`config.mk`:
```
export PLATFORM = sky130hd
export DESIGN_NAME = rv_core_top
export DESIGN_NICKNAME = d
export VERILOG_FILES = /design/src/source/rv_core_pkg.sv /design/src/source/rv_core_top.sv /design/src/source/rv_execute.sv /design/src/source/rv_decode.sv /design/src/source/rv_alu.sv /design/src/source/rv_regfile.sv
export SDC_FILE = /design/constraint.sdc
export NUM_CORES = 2
export LEC_CHECK = 0
export ABC_AREA = 0
export BUFFER_PORTS_ARGS = -buffer_cell sky130_fd_sc_hd__buf_2
export CELL_PAD_IN_SITES_DETAIL_PLACEMENT = 0
export CELL_PAD_IN_SITES_GLOBAL_PLACEMENT = 1
export CORE_MARGIN = 10
export CORE_UTILIZATION = 54
export DETAILED_ROUTE_END_ITERATION = 10
export HOLD_SLACK_MARGIN = 0.1
export PLACE_DENSITY_LB_ADDON = 0.1
export REMOVE_ABC_BUFFERS = 1
export SLEW_MARGIN = 5
export SYNTH_ARGS = -nofsm -noshare
export SYNTH_HDL_FRONTEND = slang
export SYNTH_SLANG_ARGS = --single-unit
```
`constraint.sdc`:
```
create_clock -name clk -period 9.35 [get_ports clk]
set_clock_uncertainty 0.15 [all_clocks]
set_input_delay 0 -clock clk [delete_from_list [all_inputs] [get_ports clk]]
set_output_delay 0 -clock clk [all_outputs]
set_load 0.03 [all_outputs]
```
`src/source/rv_core_pkg.sv`:
```
// Shared encodings and stage records for the RV32I integer datapath
// Major opcodes hold instruction bits 6:2 only, bits 1:0 are checked in decode
package rv_core_pkg;

    // ------------------------------------------------------------------------
    // Major opcodes
    localparam logic [4:0] INSTR_LUI   = 5'b01101;
    localparam logic [4:0] INSTR_AUIPC = 5'b00101;
    localparam logic [4:0] INSTR_JAL   = 5'b11011;
    localparam logic [4:0] INSTR_JALR  = 5'b11001;
    localparam logic [4:0] INSTR_BR    = 5'b11000;
    localparam logic [4:0] INSTR_LOAD  = 5'b00000;
    localparam logic [4:0] INSTR_STORE = 5'b01000;
    localparam logic [4:0] INSTR_OPIMM = 5'b00100;
    localparam logic [4:0] INSTR_OP    = 5'b01100;

    // ALU result select
    localparam logic [2:0] ALU_ADDER = 3'd0;
    localparam logic [2:0] ALU_COMP  = 3'd1;
    localparam logic [2:0] ALU_XOR   = 3'd2;
    localparam logic [2:0] ALU_OR    = 3'd3;
    localparam logic [2:0] ALU_AND   = 3'd4;
    localparam logic [2:0] ALU_SHIFT = 3'd5;

    localparam logic [31:0] FOUR = 32'd4;
    localparam logic [31:0] ZERO = 32'd0;

    // ------------------------------------------------------------------------
    // Instruction formats, msb first
    typedef struct packed {
        logic [6:0] funct7;
        logic [4:0] rs2;
        logic [4:0] rs1;
        logic [2:0] funct3;
        logic [4:0] rd;
        logic [6:0] opcode;
    } r_type_t;

    typedef struct packed {
        logic [11:0] imm_11_0;
        logic [4:0]  rs1;
        logic [2:0]  funct3;
        logic [4:0]  rd;
        logic [6:0]  opcode;
    } i_type_t;

    typedef struct packed {
        logic [6:0] imm_11_5;
        logic [4:0] rs2;
        logic [4:0] rs1;
        logic [2:0] funct3;
        logic [4:0] imm_4_0;
        logic [6:0] opcode;
    } s_type_t;

    typedef struct packed {
        logic       imm_12;
        logic [5:0] imm_10_5;
        logic [4:0] rs2;
        logic [4:0] rs1;
        logic [2:0] funct3;
        logic [3:0] imm_4_1;
        logic       imm_11;
        logic [6:0] opcode;
    } b_type_t;

    typedef struct packed {
        logic [19:0] imm_31_12;
        logic [4:0]  rd;
        logic [6:0]  opcode;
    } u_type_t;

    typedef struct packed {
        logic       imm_20;
        logic [9:0] imm_10_1;
        logic       imm_11;
        logic [7:0] imm_19_12;
        logic [4:0] rd;
        logic [6:0] opcode;
    } j_type_t;

    typedef union packed {
        r_type_t r;
        i_type_t i;
        s_type_t s;
        b_type_t b;
        u_type_t u;
        j_type_t j;
    } instr_t;

    // ------------------------------------------------------------------------
    // Stage records
    typedef struct packed {
        logic [31:0] pc;
        instr_t      ir;
    } fetch_t;

    typedef struct packed {
        logic       cin;    // Subtract / compare
        logic       rev;    // Bit reverse around shifter
        logic       uns;    // Unsigned compare, logical shift
        logic       eq;     // Equality instead of less-than
        logic       inv;    // Invert compare
        logic       align;  // Clear bit 0 of result2
        logic [2:0] sel;
    } ex_ctrl_t;

    typedef struct packed {
        logic [31:0] op1;
        logic [31:0] op2;
        logic [31:0] op3;
        logic [31:0] op4;
        logic [31:0] pc;
        ex_ctrl_t    ex;
        logic [4:0]  rd;
        logic        rd_write;
        logic        branch;       // JAL / JALR
        logic        branch_cond;  // Conditional branch
        logic        ld;
        logic        st;
        logic [1:0]  data_size;
        logic        data_uns;
        logic        illegal;
    } decode_t;

    typedef struct packed {
        logic        en;
        logic [4:0]  sel;
        logic [31:0] data;
    } reg_write_t;

    typedef struct packed {
        logic [31:0] pc;
        logic [31:0] result1;  // ALU out, address or condition
        logic [31:0] result2;  // Target or store data
        logic [4:0]  rd;
        logic        rd_write;
        logic        taken;
        logic        branch;
        logic        branch_cond;
        logic        ld;
        logic        st;
        logic [1:0]  data_size;
        logic        data_uns;
        logic        illegal;
    } ex_result_t;

endpackage
```
`src/source/rv_core_top.sv`:
```
// RV32I integer datapath, fetch stream in, result stream out
// Two-stage pipe, no memory access and no pc redirection
`timescale 1ns/1ns

module rv_core_top (
    input  logic                    clk,
    input  logic                    rstz,
    input  rv_core_pkg::fetch_t     fetch,
    input  logic                    fetch_vld,
    output logic                    fetch_rdy,
    output rv_core_pkg::ex_result_t result,
    output logic                    result_vld,
    input  logic                    result_rdy
);
    import rv_core_pkg::*;

    decode_t    dec;
    logic       dec_vld;
    logic       dec_rdy;
    reg_write_t regwr;  // Execute back into decode

    rv_decode i_decode (
        .clk          (clk),
        .rstz         (rstz),
        .fetch        (fetch),
        .pipe_in_vld  (fetch_vld),
        .pipe_in_rdy  (fetch_rdy),
        .decode       (dec),
        .pipe_out_vld (dec_vld),
        .pipe_out_rdy (dec_rdy),
        .regwr        (regwr)
    );

    rv_execute i_execute (
        .clk        (clk),
        .rstz       (rstz),
        .decode     (dec),
        .dec_vld    (dec_vld),
        .dec_rdy    (dec_rdy),
        .regwr      (regwr),
        .result     (result),
        .result_vld (result_vld),
        .result_rdy (result_rdy)
    );

endmodule

```
`src/source/rv_execute.sv`:
```
// Execute stage with one-entry result register
// Loads and illegal ops never write a register
`timescale 1ns/1ns

module rv_execute (
    input  logic                    clk,
    input  logic                    rstz,
    input  rv_core_pkg::decode_t    decode,
    input  logic                    dec_vld,
    output logic                    dec_rdy,
    output rv_core_pkg::reg_write_t regwr,
    output rv_core_pkg::ex_result_t result,
    output logic                    result_vld,
    input  logic                    result_rdy
);
    import rv_core_pkg::*;

    logic        capture;
    logic [31:0] alu_out;
    logic [31:0] sum2;
    logic [31:0] target;

    rv_alu i_alu (
        .ctrl   (decode.ex),
        .op1    (decode.op1),
        .op2    (decode.op2),
        .result (alu_out)
    );

    assign sum2    = decode.op3 + decode.op4;
    assign target  = {sum2[31:1], sum2[0] & ~decode.ex.align};  // JALR alignment
    assign dec_rdy = ~result_vld | result_rdy;
    assign capture = dec_vld & dec_rdy;

    // Writeback lands on the capture edge, decode forwards it meanwhile
    assign regwr.en   = capture && decode.rd_write && !decode.ld && !decode.illegal;
    assign regwr.sel  = decode.rd;
    assign regwr.data = decode.branch ? decode.pc + FOUR : alu_out;

    always_ff @(posedge clk or negedge rstz) begin
        if (!rstz) begin
            result_vld <= 1'b0;
        end else if (capture) begin
            result_vld <= 1'b1;
        end else if (result_rdy) begin
            result_vld <= 1'b0;
        end
    end

    always_ff @(posedge clk) begin
        if (capture) begin
            result.pc          <= decode.pc;
            result.result1     <= alu_out;
            result.result2     <= target;
            result.rd          <= decode.rd;
            result.rd_write    <= decode.rd_write;
            result.taken       <= decode.branch_cond ? alu_out[0] : decode.branch;
            result.branch      <= decode.branch;
            result.branch_cond <= decode.branch_cond;
            result.ld          <= decode.ld;
            result.st          <= decode.st;
            result.data_size   <= decode.data_size;
            result.data_uns    <= decode.data_uns;
            result.illegal     <= decode.illegal;
        end
    end

    a_vld_known : assert property (
        @(posedge clk) disable iff (!rstz)
        !$isunknown(result_vld)
    ) else $error("result_vld unknown");

endmodule

```
`src/source/rv_decode.sv`:
```
// RV32I decoder with register file and one-entry output pipe register
// regwr is the same-cycle writeback from execute, forwarded into reads
`timescale 1ns/1ns

module rv_decode (
    input  logic                    clk,
    input  logic                    rstz,
    input  rv_core_pkg::fetch_t     fetch,
    input  logic                    pipe_in_vld,
    output logic                    pipe_in_rdy,
    output rv_core_pkg::decode_t    decode,
    output logic                    pipe_out_vld,
    input  logic                    pipe_out_rdy,
    input  rv_core_pkg::reg_write_t regwr
);
    import rv_core_pkg::*;

    instr_t      ir;
    logic [4:0]  op;
    logic [2:0]  f3;
    logic [6:0]  f7;
    logic        is_imm;
    logic        valid;
    logic        rs1_en;
    logic        rs2_en;
    logic        rd_en;
    logic [31:0] rf_rs1;
    logic [31:0] rf_rs2;
    logic [31:0] rs1_val;
    logic [31:0] rs2_val;
    logic [31:0] imm;
    ex_ctrl_t    ctrl;
    decode_t     nxt;

    assign ir     = fetch.ir;
    assign op     = ir.r.opcode[6:2];
    assign f3     = ir.r.funct3;
    assign f7     = ir.r.funct7;
    assign is_imm = op == INSTR_OPIMM;

    // ------------------------------------------------------------------------
    // Register reads with forwarding

    rv_regfile i_regfile (
        .clk      (clk),
        .rstz     (rstz),
        .rs1      (ir.r.rs1),
        .rs2      (ir.r.rs2),
        .rs1_data (rf_rs1),
        .rs2_data (rf_rs2),
        .wr       (regwr)
    );

    assign rs1_en = op == INSTR_OPIMM || op == INSTR_OP || op == INSTR_JALR
                 || op == INSTR_BR || op == INSTR_LOAD || op == INSTR_STORE;
    assign rs2_en = op == INSTR_OP || op == INSTR_BR || op == INSTR_STORE;
    assign rd_en  = ir.r.rd != 5'd0
                 && (op == INSTR_LUI || op == INSTR_AUIPC || op == INSTR_JAL
                 || op == INSTR_JALR || op == INSTR_OPIMM || op == INSTR_OP
                 || op == INSTR_LOAD);

    always_comb begin
        rs1_val = ZERO;  // Unused or x0
        rs2_val = ZERO;
        if (rs1_en && ir.r.rs1 != 5'd0) begin
            rs1_val = (regwr.en && regwr.sel == ir.r.rs1) ? regwr.data : rf_rs1;
        end
        if (rs2_en && ir.r.rs2 != 5'd0) begin
            rs2_val = (regwr.en && regwr.sel == ir.r.rs2) ? regwr.data : rf_rs2;
        end
    end

    // Immediate per format view
    always_comb begin
        case (op)
            INSTR_LUI, INSTR_AUIPC: imm = {ir.u.imm_31_12, 12'd0};
            INSTR_JAL: imm = {{12{ir.j.imm_20}}, ir.j.imm_19_12, ir.j.imm_11,
                              ir.j.imm_10_1, 1'b0};
            INSTR_BR: imm = {{20{ir.b.imm_12}}, ir.b.imm_11, ir.b.imm_10_5,
                             ir.b.imm_4_1, 1'b0};
            INSTR_STORE: imm = {{20{ir.s.imm_11_5[6]}}, ir.s.imm_11_5, ir.s.imm_4_0};
            default: imm = {{20{ir.i.imm_11_0[11]}}, ir.i.imm_11_0};  // I type
        endcase
    end

    // ------------------------------------------------------------------------
    // Execute controls and validity

    always_comb begin
        ctrl     = '0;
        ctrl.sel = ALU_ADDER;  // Plain add by default
        valid    = 1'b0;
        case (op)
            INSTR_LUI, INSTR_AUIPC, INSTR_JAL: valid = 1'b1;
            INSTR_JALR: begin
                ctrl.align = 1'b1;
                valid      = f3 == 3'b000;
            end
            INSTR_BR: begin
                ctrl.sel = ALU_COMP;
                ctrl.eq  = ~f3[2];  // BEQ / BNE
                ctrl.cin = f3[2];   // Less-than forms subtract
                ctrl.uns = f3[1];
                ctrl.inv = f3[0];
                valid    = f3[2:1] != 2'b01;
            end
            INSTR_LOAD:  valid = f3[1:0] != 2'b11 && f3 != 3'b110;
            INSTR_STORE: valid = !f3[2] && f3[1:0] != 2'b11;
            INSTR_OP, INSTR_OPIMM: begin
                case (f3)
                    3'b000: ctrl.cin = !is_imm && f7[5];  // SUB
                    3'b001: begin                          // SLL via reversal
                        ctrl.rev = 1'b1;
                        ctrl.uns = 1'b1;
                        ctrl.sel = ALU_SHIFT;
                    end
                    3'b010: begin
                        ctrl.cin = 1'b1;
                        ctrl.sel = ALU_COMP;
                    end
                    3'b011: begin
                        ctrl.cin = 1'b1;
                        ctrl.uns = 1'b1;
                        ctrl.sel = ALU_COMP;
                    end
                    3'b100: ctrl.sel = ALU_XOR;
                    3'b101: begin                          // SRL / SRA
                        ctrl.uns = ~f7[5];
                        ctrl.sel = ALU_SHIFT;
                    end
                    3'b110: ctrl.sel = ALU_OR;
                    default: ctrl.sel = ALU_AND;
                endcase
                // funct7 only qualifies register forms and immediate shifts
                valid = (is_imm && f3[1:0] != 2'b01) || f7 == 7'd0
                     || (f7 == 7'd32 && (f3 == 3'b101 || (f3 == 3'b000 && !is_imm)));
            end
            default: valid = 1'b0;
        endcase
    end

    // ------------------------------------------------------------------------
    // Operands and writeback controls

    always_comb begin
        nxt.op1 = fetch.pc;
        nxt.op2 = FOUR;      // pc + 4 link by default
        nxt.op3 = fetch.pc;
        nxt.op4 = ZERO;
        case (op)
            INSTR_LUI: begin
                nxt.op1 = ZERO;
                nxt.op2 = imm;
            end
            INSTR_AUIPC: nxt.op2 = imm;
            INSTR_JAL:   nxt.op4 = imm;
            INSTR_JALR: begin
                nxt.op3 = rs1_val;
                nxt.op4 = imm;
            end
            INSTR_BR: begin
                nxt.op1 = rs1_val;
                nxt.op2 = rs2_val;
                nxt.op4 = imm;     // Target pc + imm
            end
            INSTR_STORE: begin
                nxt.op1 = rs1_val;
                nxt.op2 = imm;
                nxt.op3 = ZERO;
                nxt.op4 = rs2_val; // Store data
            end
            INSTR_OP: begin
                nxt.op1 = rs1_val;
                nxt.op2 = rs2_val;
            end
            INSTR_LOAD, INSTR_OPIMM: begin
                nxt.op1 = rs1_val;
                nxt.op2 = imm;
            end
            default: nxt.op4 = ZERO;
        endcase
        nxt.pc          = fetch.pc;
        nxt.ex          = ctrl;
        nxt.rd          = rd_en ? ir.r.rd : 5'd0;
        nxt.rd_write    = rd_en;
        nxt.branch      = op == INSTR_JAL || op == INSTR_JALR;
        nxt.branch_cond = op == INSTR_BR;
        nxt.ld          = op == INSTR_LOAD;
        nxt.st          = op == INSTR_STORE;
        nxt.data_size   = (nxt.ld || nxt.st) ? f3[1:0] : 2'b00;
        nxt.data_uns    = (nxt.ld || nxt.st) && f3[2];
        nxt.illegal     = !valid || ir.r.opcode[1:0] != 2'b11;
    end

    // ------------------------------------------------------------------------
    // Output pipe register

    assign pipe_in_rdy = ~pipe_out_vld | pipe_out_rdy;  // Empty or draining

    always_ff @(posedge clk or negedge rstz) begin
        if (!rstz) begin
            pipe_out_vld <= 1'b0;
        end else if (pipe_in_vld && pipe_in_rdy) begin
            pipe_out_vld <= 1'b1;
        end else if (pipe_out_rdy) begin
            pipe_out_vld <= 1'b0;
        end
    end

    always_ff @(posedge clk) begin
        if (pipe_in_vld && pipe_in_rdy) begin
            decode <= nxt;
        end
    end

    a_decode_hold : assert property (
        @(posedge clk) disable iff (!rstz)
        pipe_out_vld && !pipe_out_rdy |=> $stable(decode)
    ) else $error("decode changed while stalled");

endmodule

```
`src/source/rv_alu.sv`:
```
// Shared add/compare/shift/logic unit, purely combinational
// Left shift reuses the right shifter through bit reversal
`timescale 1ns/1ns

module rv_alu (
    input  rv_core_pkg::ex_ctrl_t ctrl,
    input  logic [31:0]           op1,
    input  logic [31:0]           op2,
    output logic [31:0]           result
);
    import rv_core_pkg::*;

    logic [32:0] sum;
    logic        lt;
    logic        comp;
    logic        fill;
    logic [31:0] sh_in;
    logic [31:0] sh_raw;
    logic [31:0] sh_out;

    // ------------------------------------------------------------------------
    // Adder, subtracts when cin is set
    assign sum = {1'b0, op1} + {1'b0, op2 ^ {32{ctrl.cin}}} + 33'(ctrl.cin);

    // Carry out of op1 - op2 means op1 >= op2 unsigned
    always_comb begin
        if (ctrl.uns) begin
            lt = ~sum[32];
        end else if (op1[31] != op2[31]) begin
            lt = op1[31];  // Signs differ, negative one is smaller
        end else begin
            lt = sum[31];
        end
    end

    assign comp = (ctrl.eq ? (op1 == op2) : lt) ^ ctrl.inv;

    // ------------------------------------------------------------------------
    // Shifter
    assign sh_in  = ctrl.rev ? {<<{op1}} : op1;
    assign fill   = ~ctrl.uns & sh_in[31];  // Arithmetic fill for SRA
    assign sh_raw = 32'($signed({fill, sh_in}) >>> op2[4:0]);
    assign sh_out = ctrl.rev ? {<<{sh_raw}} : sh_raw;

    always_comb begin
        case (ctrl.sel)
            ALU_COMP:  result = {31'd0, comp};
            ALU_XOR:   result = op1 ^ op2;
            ALU_OR:    result = op1 | op2;
            ALU_AND:   result = op1 & op2;
            ALU_SHIFT: result = sh_out;
            default:   result = sum[31:0];  // ALU_ADDER
        endcase
    end

endmodule

```
`src/source/rv_regfile.sv`:
```
// Flip-flop register file, combinational reads, write on rising clk
// x0 is not stored and always reads zero
`timescale 1ns/1ns

module rv_regfile (
    input  logic                    clk,
    input  logic                    rstz,
    input  logic [4:0]              rs1,
    input  logic [4:0]              rs2,
    output logic [31:0]             rs1_data,
    output logic [31:0]             rs2_data,
    input  rv_core_pkg::reg_write_t wr
);

    logic [31:0] regs [1:31];  // x1..x31 only

    always_ff @(posedge clk) begin
        if (wr.en && wr.sel != 5'd0) begin
            regs[wr.sel] <= wr.data;
        end
    end

    assign rs1_data = (rs1 == 5'd0) ? 32'd0 : regs[rs1];
    assign rs2_data = (rs2 == 5'd0) ? 32'd0 : regs[rs2];

    // Decode never flags rd_write for x0, so execute must not issue one
    a_no_x0_write : assert property (
        @(posedge clk) disable iff (!rstz)
        wr.en |-> wr.sel != 5'd0
    ) else $error("register write to x0");

endmodule

```
== Yosys cells after proc, flatten, opt, wreduce, memory -nomap -nowiden ==
Memory sizes are Yosys's and may differ from the RTL's.
Index checks and enable logic that the tools add are counted.

* RAM bits: 992
* Bits of input ports: 68
* Register bits after elaboration: 296
* Memories kept: 1
* Output and inout bits: 113
* Logic and storage cells: 184

{| class="wikitable"
|+ Memory list
! name !! words !! bits a word !! read ports !! clocked after Yosys merged registers in !! wr ports !! RTL line !! source
|-
| i_decode.i_regfile.regs || 31 || 32 || 2 || 0 || 1 || rv_regfile.sv:15 || <nowiki>logic [31:0] regs [1:31];</nowiki>
|}

* Bitwise logic cells: 17
* Multiplexer cells: 34
* Add/sub/neg operators: 4
* Equality and inequality tests: 29
* Shift operators: 1
* Reductions and logical operators: 62

{| class="wikitable"
|+ Operator list
! kind !! number
|-
| two-way mux 32 bit || 9
|-
| case mux 32 bit (2 select lines) || 4
|-
| case mux 32 bit (5 select lines) || 1
|-
| case mux 31 bit (4 select lines) || 1
|-
| XOR 32 bit || 2
|-
| adder 32 x 32 -> 33 bit || 1
|-
| adder 33 x 1 -> 33 bit || 1
|-
| >>> shifter 33 x 5 -> 32 bit || 1
|-
| adder 32 x 3 -> 32 bit, second input constant || 1
|-
| adder 32 bit || 1
|-
| bitwise AND 32 bit || 1
|-
| == test 32 bit || 1
|-
| bitwise OR 32 bit || 1
|-
| nonzero test 5 bit || 4
|-
| logical OR 1 bit || 19
|-
| logical AND 1 bit || 17
|-
| == test 3 bit, second input constant || 5
|-
| == test 5 x 4 -> 1 bit, second input constant || 3
|-
| == test 5 bit, second input constant || 3
|-
| logical NOT 5 bit || 3
|-
| case mux 3 bit (5 select lines) || 1
|-
| == test 3 x 2 -> 1 bit, second input constant || 4
|-
| two-way mux 1 bit || 12
|-
| OR reduction 2 bit || 6
|-
| other kinds (21) || 45
|}

== Depth between registers and ports, before layout ==
* Depth after elaboration: 12
* Mapped depth: 16

== Modules after synthesis ==
A second synthesis with hierarchy kept.

* Cells, all modules: 5027
* Area, all modules: 69689.3 um2

{| class="wikitable"
|+ Modules (own cells, without submodules)
! module !! cells an instance !! times used !! area an instance (um2)
|-
| rv_regfile || 2593 || 1 || 46489.6
|-
| rv_decode || 947 || 1 || 9928.3
|-
| rv_alu || 980 || 1 || 7288.2
|-
| rv_execute || 507 || 1 || 5983.2
|}

== Least setup slack after synthesis ==
No wires, ideal clock.

* Kind: register to register
* Start point: register i_execute.result_vld
* End point: memory i_decode.i_regfile.regs[21][0] (enable)
* Data arrival time: 7.492 ns
* Clock period less this slack: 8.143 ns
* Path slack: 1.207 ns
* Stages on the path, launching flop included: 6
* Data required time: 8.699 ns
* Cells stage by stage: dfrtp_1 > nand2b_1 > and2_1 > nand3_1 > or2_2 > nor4_1

* Longest elaborated chain between the ends: 9

{| class="wikitable"
|+ Ends and longest elaborated chain
! what !! RTL line !! source
|-
| from (decl) || rv_execute.sv:13 || <nowiki>output logic result_vld,</nowiki>
|-
| from (signal assigned) || rv_execute.sv:42 || <nowiki>result_vld <= 1'b0;</nowiki>
|-
| from (signal assigned) || rv_execute.sv:44 || <nowiki>result_vld <= 1'b1;</nowiki>
|-
| from (signal assigned) || rv_execute.sv:46 || <nowiki>result_vld <= 1'b0;</nowiki>
|-
| NOT 1 bit || rv_execute.sv:32 || <nowiki>assign dec_rdy = ~result_vld | result_rdy;</nowiki>
|-
| bitwise OR 1 bit || rv_execute.sv:32 ||
|-
| bitwise AND 1 bit || rv_execute.sv:33 || <nowiki>assign capture = dec_vld & dec_rdy;</nowiki>
|-
| via i_execute.capture || rv_execute.sv:18 || <nowiki>logic capture;</nowiki>
|-
| logical AND 1 bit (3 in a row) || rv_execute.sv:36 || <nowiki>assign regwr.en = capture && decode.rd_write && !decode.ld && !decode.illegal;</nowiki>
|-
| logical AND 1 bit || rv_regfile.sv:18 || <nowiki>if (wr.en && wr.sel != 5'd0) begin</nowiki>
|-
| two-way mux 1 bit || rv_regfile.sv:18 ||
|-
| two-way mux 1 bit (not written as such) || rv_regfile.sv:19 || <nowiki>regs[wr.sel] <= wr.data;</nowiki>
|-
| to (decl) || rv_regfile.sv:15 ||
|}

The timed path passes the listed nets, and every way through them passes these cells.

==> run_results.csv <==
group,metric,value,unit
setup_path,cpPeakStageDelay,0.96,ns
routing,drt_wl_total,242,mm
routing,first_pass_iters,7,
sta,holdWs,0.134,ns
clocking,cts_num_sinks,1288,
sta,slew_violations,0,
logic_synthesis,synth-async-reset-ratio,0.00155,
clocking,postCtsSetupBuffers,0,
logic_synthesis,synth_cell_types,84,
setup_path,r2r_setup_slack,3.50,ns
clocking,cts_resized,0,
floorplanning,core,123000,um2
setup_path,worst_setup_path_start_kind,"flip-flop",
final_layout,areaGrowthSynthToFinish,13.3,%
sta,max_clock_freq,171,MHz
routing,viasPerCell,7.07,
routing,wire_per_inst,38.4,um
setup_path,crit_path_start,"i_decode.decode[120]",
global_routing,grt_use_total,0.350,
logic_synthesis,ys_ff_latch,1288,
global_routing,grt_max_degree,107,
clocking,cts_root_buffer,"clkbuf_16",
hold_path,hp-start,"fetch[13]",
clocking,clkTransAtPathRegs,0.06,ns
floorplanning,initial_core_util,0.543,
setup_path,path_delay_family,"compound AO/OA/AOI/OAI gates",
sta,setup_violations,0,
setup_path,path_buf_inv,3,
setup_path,cp_common_cell,"o21ai_0",
setup_path,arrival,6.35,ns
global_routing,grt-ovfl-total,0,
clocking,cts_buffer_depth,3,
job,drv_cap,0,
logic_synthesis,syn_inst,4282,
setup_path,crit_path_end_kind,"flip-flop",
setup_path,critPathRequiredTime,9.85,ns
sta,fin_setup_tns,0,ns
clocking,cts_tree,"done",
logic_synthesis,synth-edff-count,1286,
setup_path,slowest_stage,"o21a_1",
routing,drc,0,
floorplanning,die-area,139000,um2
routing,antenna_left,0,
sta,rsz0062_at_grt,"false",
logic_synthesis,synth_warnings,0,
sta,fin_crit_sh,0.626,
global_routing,grt_pass1_wl,337,mm
setup_path,path_class,"flip-flop to flip-flop",
setup_path,path_max_fanout,33,
sta,relSlewSlack,0.0672,
sta,worst_pin_slew,1.39,ns
logic_synthesis,ys_seq_area_frac,0.577,
sta,hold_viol,0,
place,routabilityCongestion,1.04,
global_routing,antenna_found_initial,11,
pwr,total_power,14.6,mW
setup_path,r2r-start,"i_decode.decode[120]",
run_status,status,"complete, no violations",
setup_path,crit_chain,"buf_4, inv_1, mux4_2, mux2i_1, mux2i_1, o21ai_0, nand2_1, a22oi_1, o21a_1, o21ai_0, o21ai_0, dlygate4sd3_1",
clocking,holdBufCountCts,125,
place,hpwlAfterDp,157,mm
floorplanning,rows,129,
pwr,peakVddDrop,0.201,mV
routing,drt_iter0_markers,6930,
global_routing,grt_pass1_vias,43394,
final_layout,drive_gt1_frac,0.262,
floorplanning,die_width,372,um
clocking,clkLatencyLatePin,0.80,ns
pwr,power.density,192,nW/um2
logic_synthesis,syn_avg_cell_area,15.7,um2
clocking,cts_buffers,142,
floorplanning,fp.dieH,372,um
logic_synthesis,synthFlopType,"edfxtp_1",
floorplanning,io_pins,181,
sta,min_period,5.85,ns
final_layout,nets,4752,
routing,num_vias,44582,
hold_path,min_path_type,"primary input to flip-flop",
clocking,cts_max_level,4,
place,port_buffers,180,
pwr,p_leak,26.1,nW
logic_synthesis,netlist_area,67100,um2
==> state kept, by name, indices dropped and copies added, names as in the netlist <==
signal,count
i_execute.result_vld,1
i_execute.result,111
i_decode.i_regfile.regs,992
i_decode.decode,183
i_decode.pipe_out_vld,1
==> cells in the mapped netlist, types with 10 or more instances <==
| library cell | n | area share |
|---|---|---|
| o21ai_0 | 164 | 0.012 |
| inv_1 | 137 | 0.0077 |
| or2_2 | 10 | 0.00093 |
| nor4_1 | 10 | 0.00093 |
| o21a_1 | 24 | 0.0027 |
| o31ai_1 | 10 | 0.0011 |
| o21bai_1 | 10 | 0.0011 |
| xnor2_1 | 54 | 0.0071 |
| mux2_2 | 45 | 0.0076 |
| mux4_2 | 601 | 0.20 |
| mux2i_1 | 192 | 0.029 |
| nand4_1 | 11 | 0.0010 |
| and3_1 | 13 | 0.0012 |
| or3_1 | 11 | 0.0010 |
| nor3_1 | 39 | 0.0029 |
| nand2_1 | 230 | 0.013 |
| o22ai_1 | 45 | 0.0042 |
| buf_1 | 68 | 0.0038 |
| a21o_1 | 45 | 0.0050 |
| edfxtp_1 | 1286 | 0.58 |
| clkbuf_1 | 187 | 0.010 |
| xor2_1 | 70 | 0.0091 |
| buf_2 | 34 | 0.0025 |
| and2_1 | 22 | 0.0021 |
| o211ai_1 | 15 | 0.0017 |
| a22o_1 | 31 | 0.0040 |
| ha_1 | 127 | 0.024 |
| a211oi_1 | 90 | 0.010 |
| nand2b_1 | 21 | 0.0020 |
| nand3_1 | 33 | 0.0025 |
| o21ai_1 | 28 | 0.0021 |
| a21oi_1 | 244 | 0.018 |
| nor2_1 | 242 | 0.014 |
==> layout by cell type, fill, tap and decap left out, types with 26 or more instances in the layout <==
cell type,netlist,layout
o21ai_0,164,160
clkinv_1,3,31
inv_1,137,137
dlygate4sd3_1,0,125
xor2_1,70,70
mux2i_1,192,191
a21o_1,45,45
buf_2,34,170
clkinv_2,0,26
a21oi_1,244,241
a211oi_1,90,89
clkbuf_1,187,27
xnor2_1,54,54
nand3_1,33,32
nor2_4,0,27
mux4_2,601,601
buf_4,5,119
edfxtp_1,1286,1286
o21ai_1,28,26
mux2_2,45,45
clkbuf_16,0,147
nor2_1,242,214
o22ai_1,45,45
ha_1,127,127
nand2_1,230,230
a22o_1,31,31
nor3_1,39,33
==> worst register-to-register path, delay by kind of cell (launching register included) <==
kind	cells	cell delay, ns
and+or+nand+nor	1	0.15
DFF	1	0.39
AOI/OAI and AO/OA	5	2.26
muxes	3	1.12
buffers and inverters	3	1.64
==> layout make-up <==
cell class                      count  area [um2]
Sequential cell                  1288       38700
Tap cell                         1637        2050
Clock buffer                      174        3780
Antenna cell                        4        10.0
Timing Repair Buffer              425        3190
Fill cell                        9189       47500
Clock inverter                     80         724
Inverter                          142         533
Multi-Input combinational cell   2556       27000
==> routing by layer <==
layer / GRT usage / vias up / wire length, um
met2: 0.514 / 3061 / 107000
met4: 0.153 / 6 / 11900
met1: 0.487 / 23082 / 91900
met5: 0 / - / 34
met3: 0.102 / 504 / 31500
li1: - / 17929 / -
==> kinds of logic (layout without fill, tap and decap cells) <==
| kind of cell | Yosys count | in the layout | synth area share |
|---|---|---|---|
| muxes | 842 | 842 | 0.239 |
| AOI/OAI and AO/OA | 790 | 790 | 0.0736 |
| DFF | 1288 | 1288 | 0.577 |
| and+or+nand+nor | 671 | 671 | 0.0442 |
| xor gates and xnor gates | 124 | 124 | 0.0162 |
| buffers and inverters | 438 | 821 | 0.0258 |
| other | 0 | 4 | 0 |
| adders and majority gates | 129 | 129 | 0.0243 |
==> metrics by stage <==
step / utilization / instance area [um2] / worst slack [ns] / instances
floorplan: - / 65900 / 1.21 / 3986
global placement: 0.569 / 70200 / 3.91 / 5923
detailed placement: 0.569 / 70200 / 3.84 / 5923
CTS: 0.615 / 76000 / 3.63 / 6302
global route: 0.615 / 76000 / 3.27 / 6302
finish: 0.615 / 76000 / 3.50 / 6306
==> power by group <==
group	total [mW]	leakage (nW)	internal, mW	switching, mW
combinational	2.26	12.1	0.780	1.48
clock	5.48	2.20	3.13	2.35
sequential	6.81	11.8	6.68	0.127
total	14.6	26.1	10.6	3.96
==> path summary, 6_finish.rpt <==
path | end | cells after the start
hold reg to reg | i_execute.result[1] | 0
max in group asynchronous | i_decode.pipe_out_vld | 4
min in group asynchronous | i_execute.result_vld | 4
hold / removal | i_decode.decode[20] | 3
setup / recovery | i_decode.decode[62] | 12
setup reg to reg | i_decode.decode[62] | 12
(Power assumes the default switching activity.)
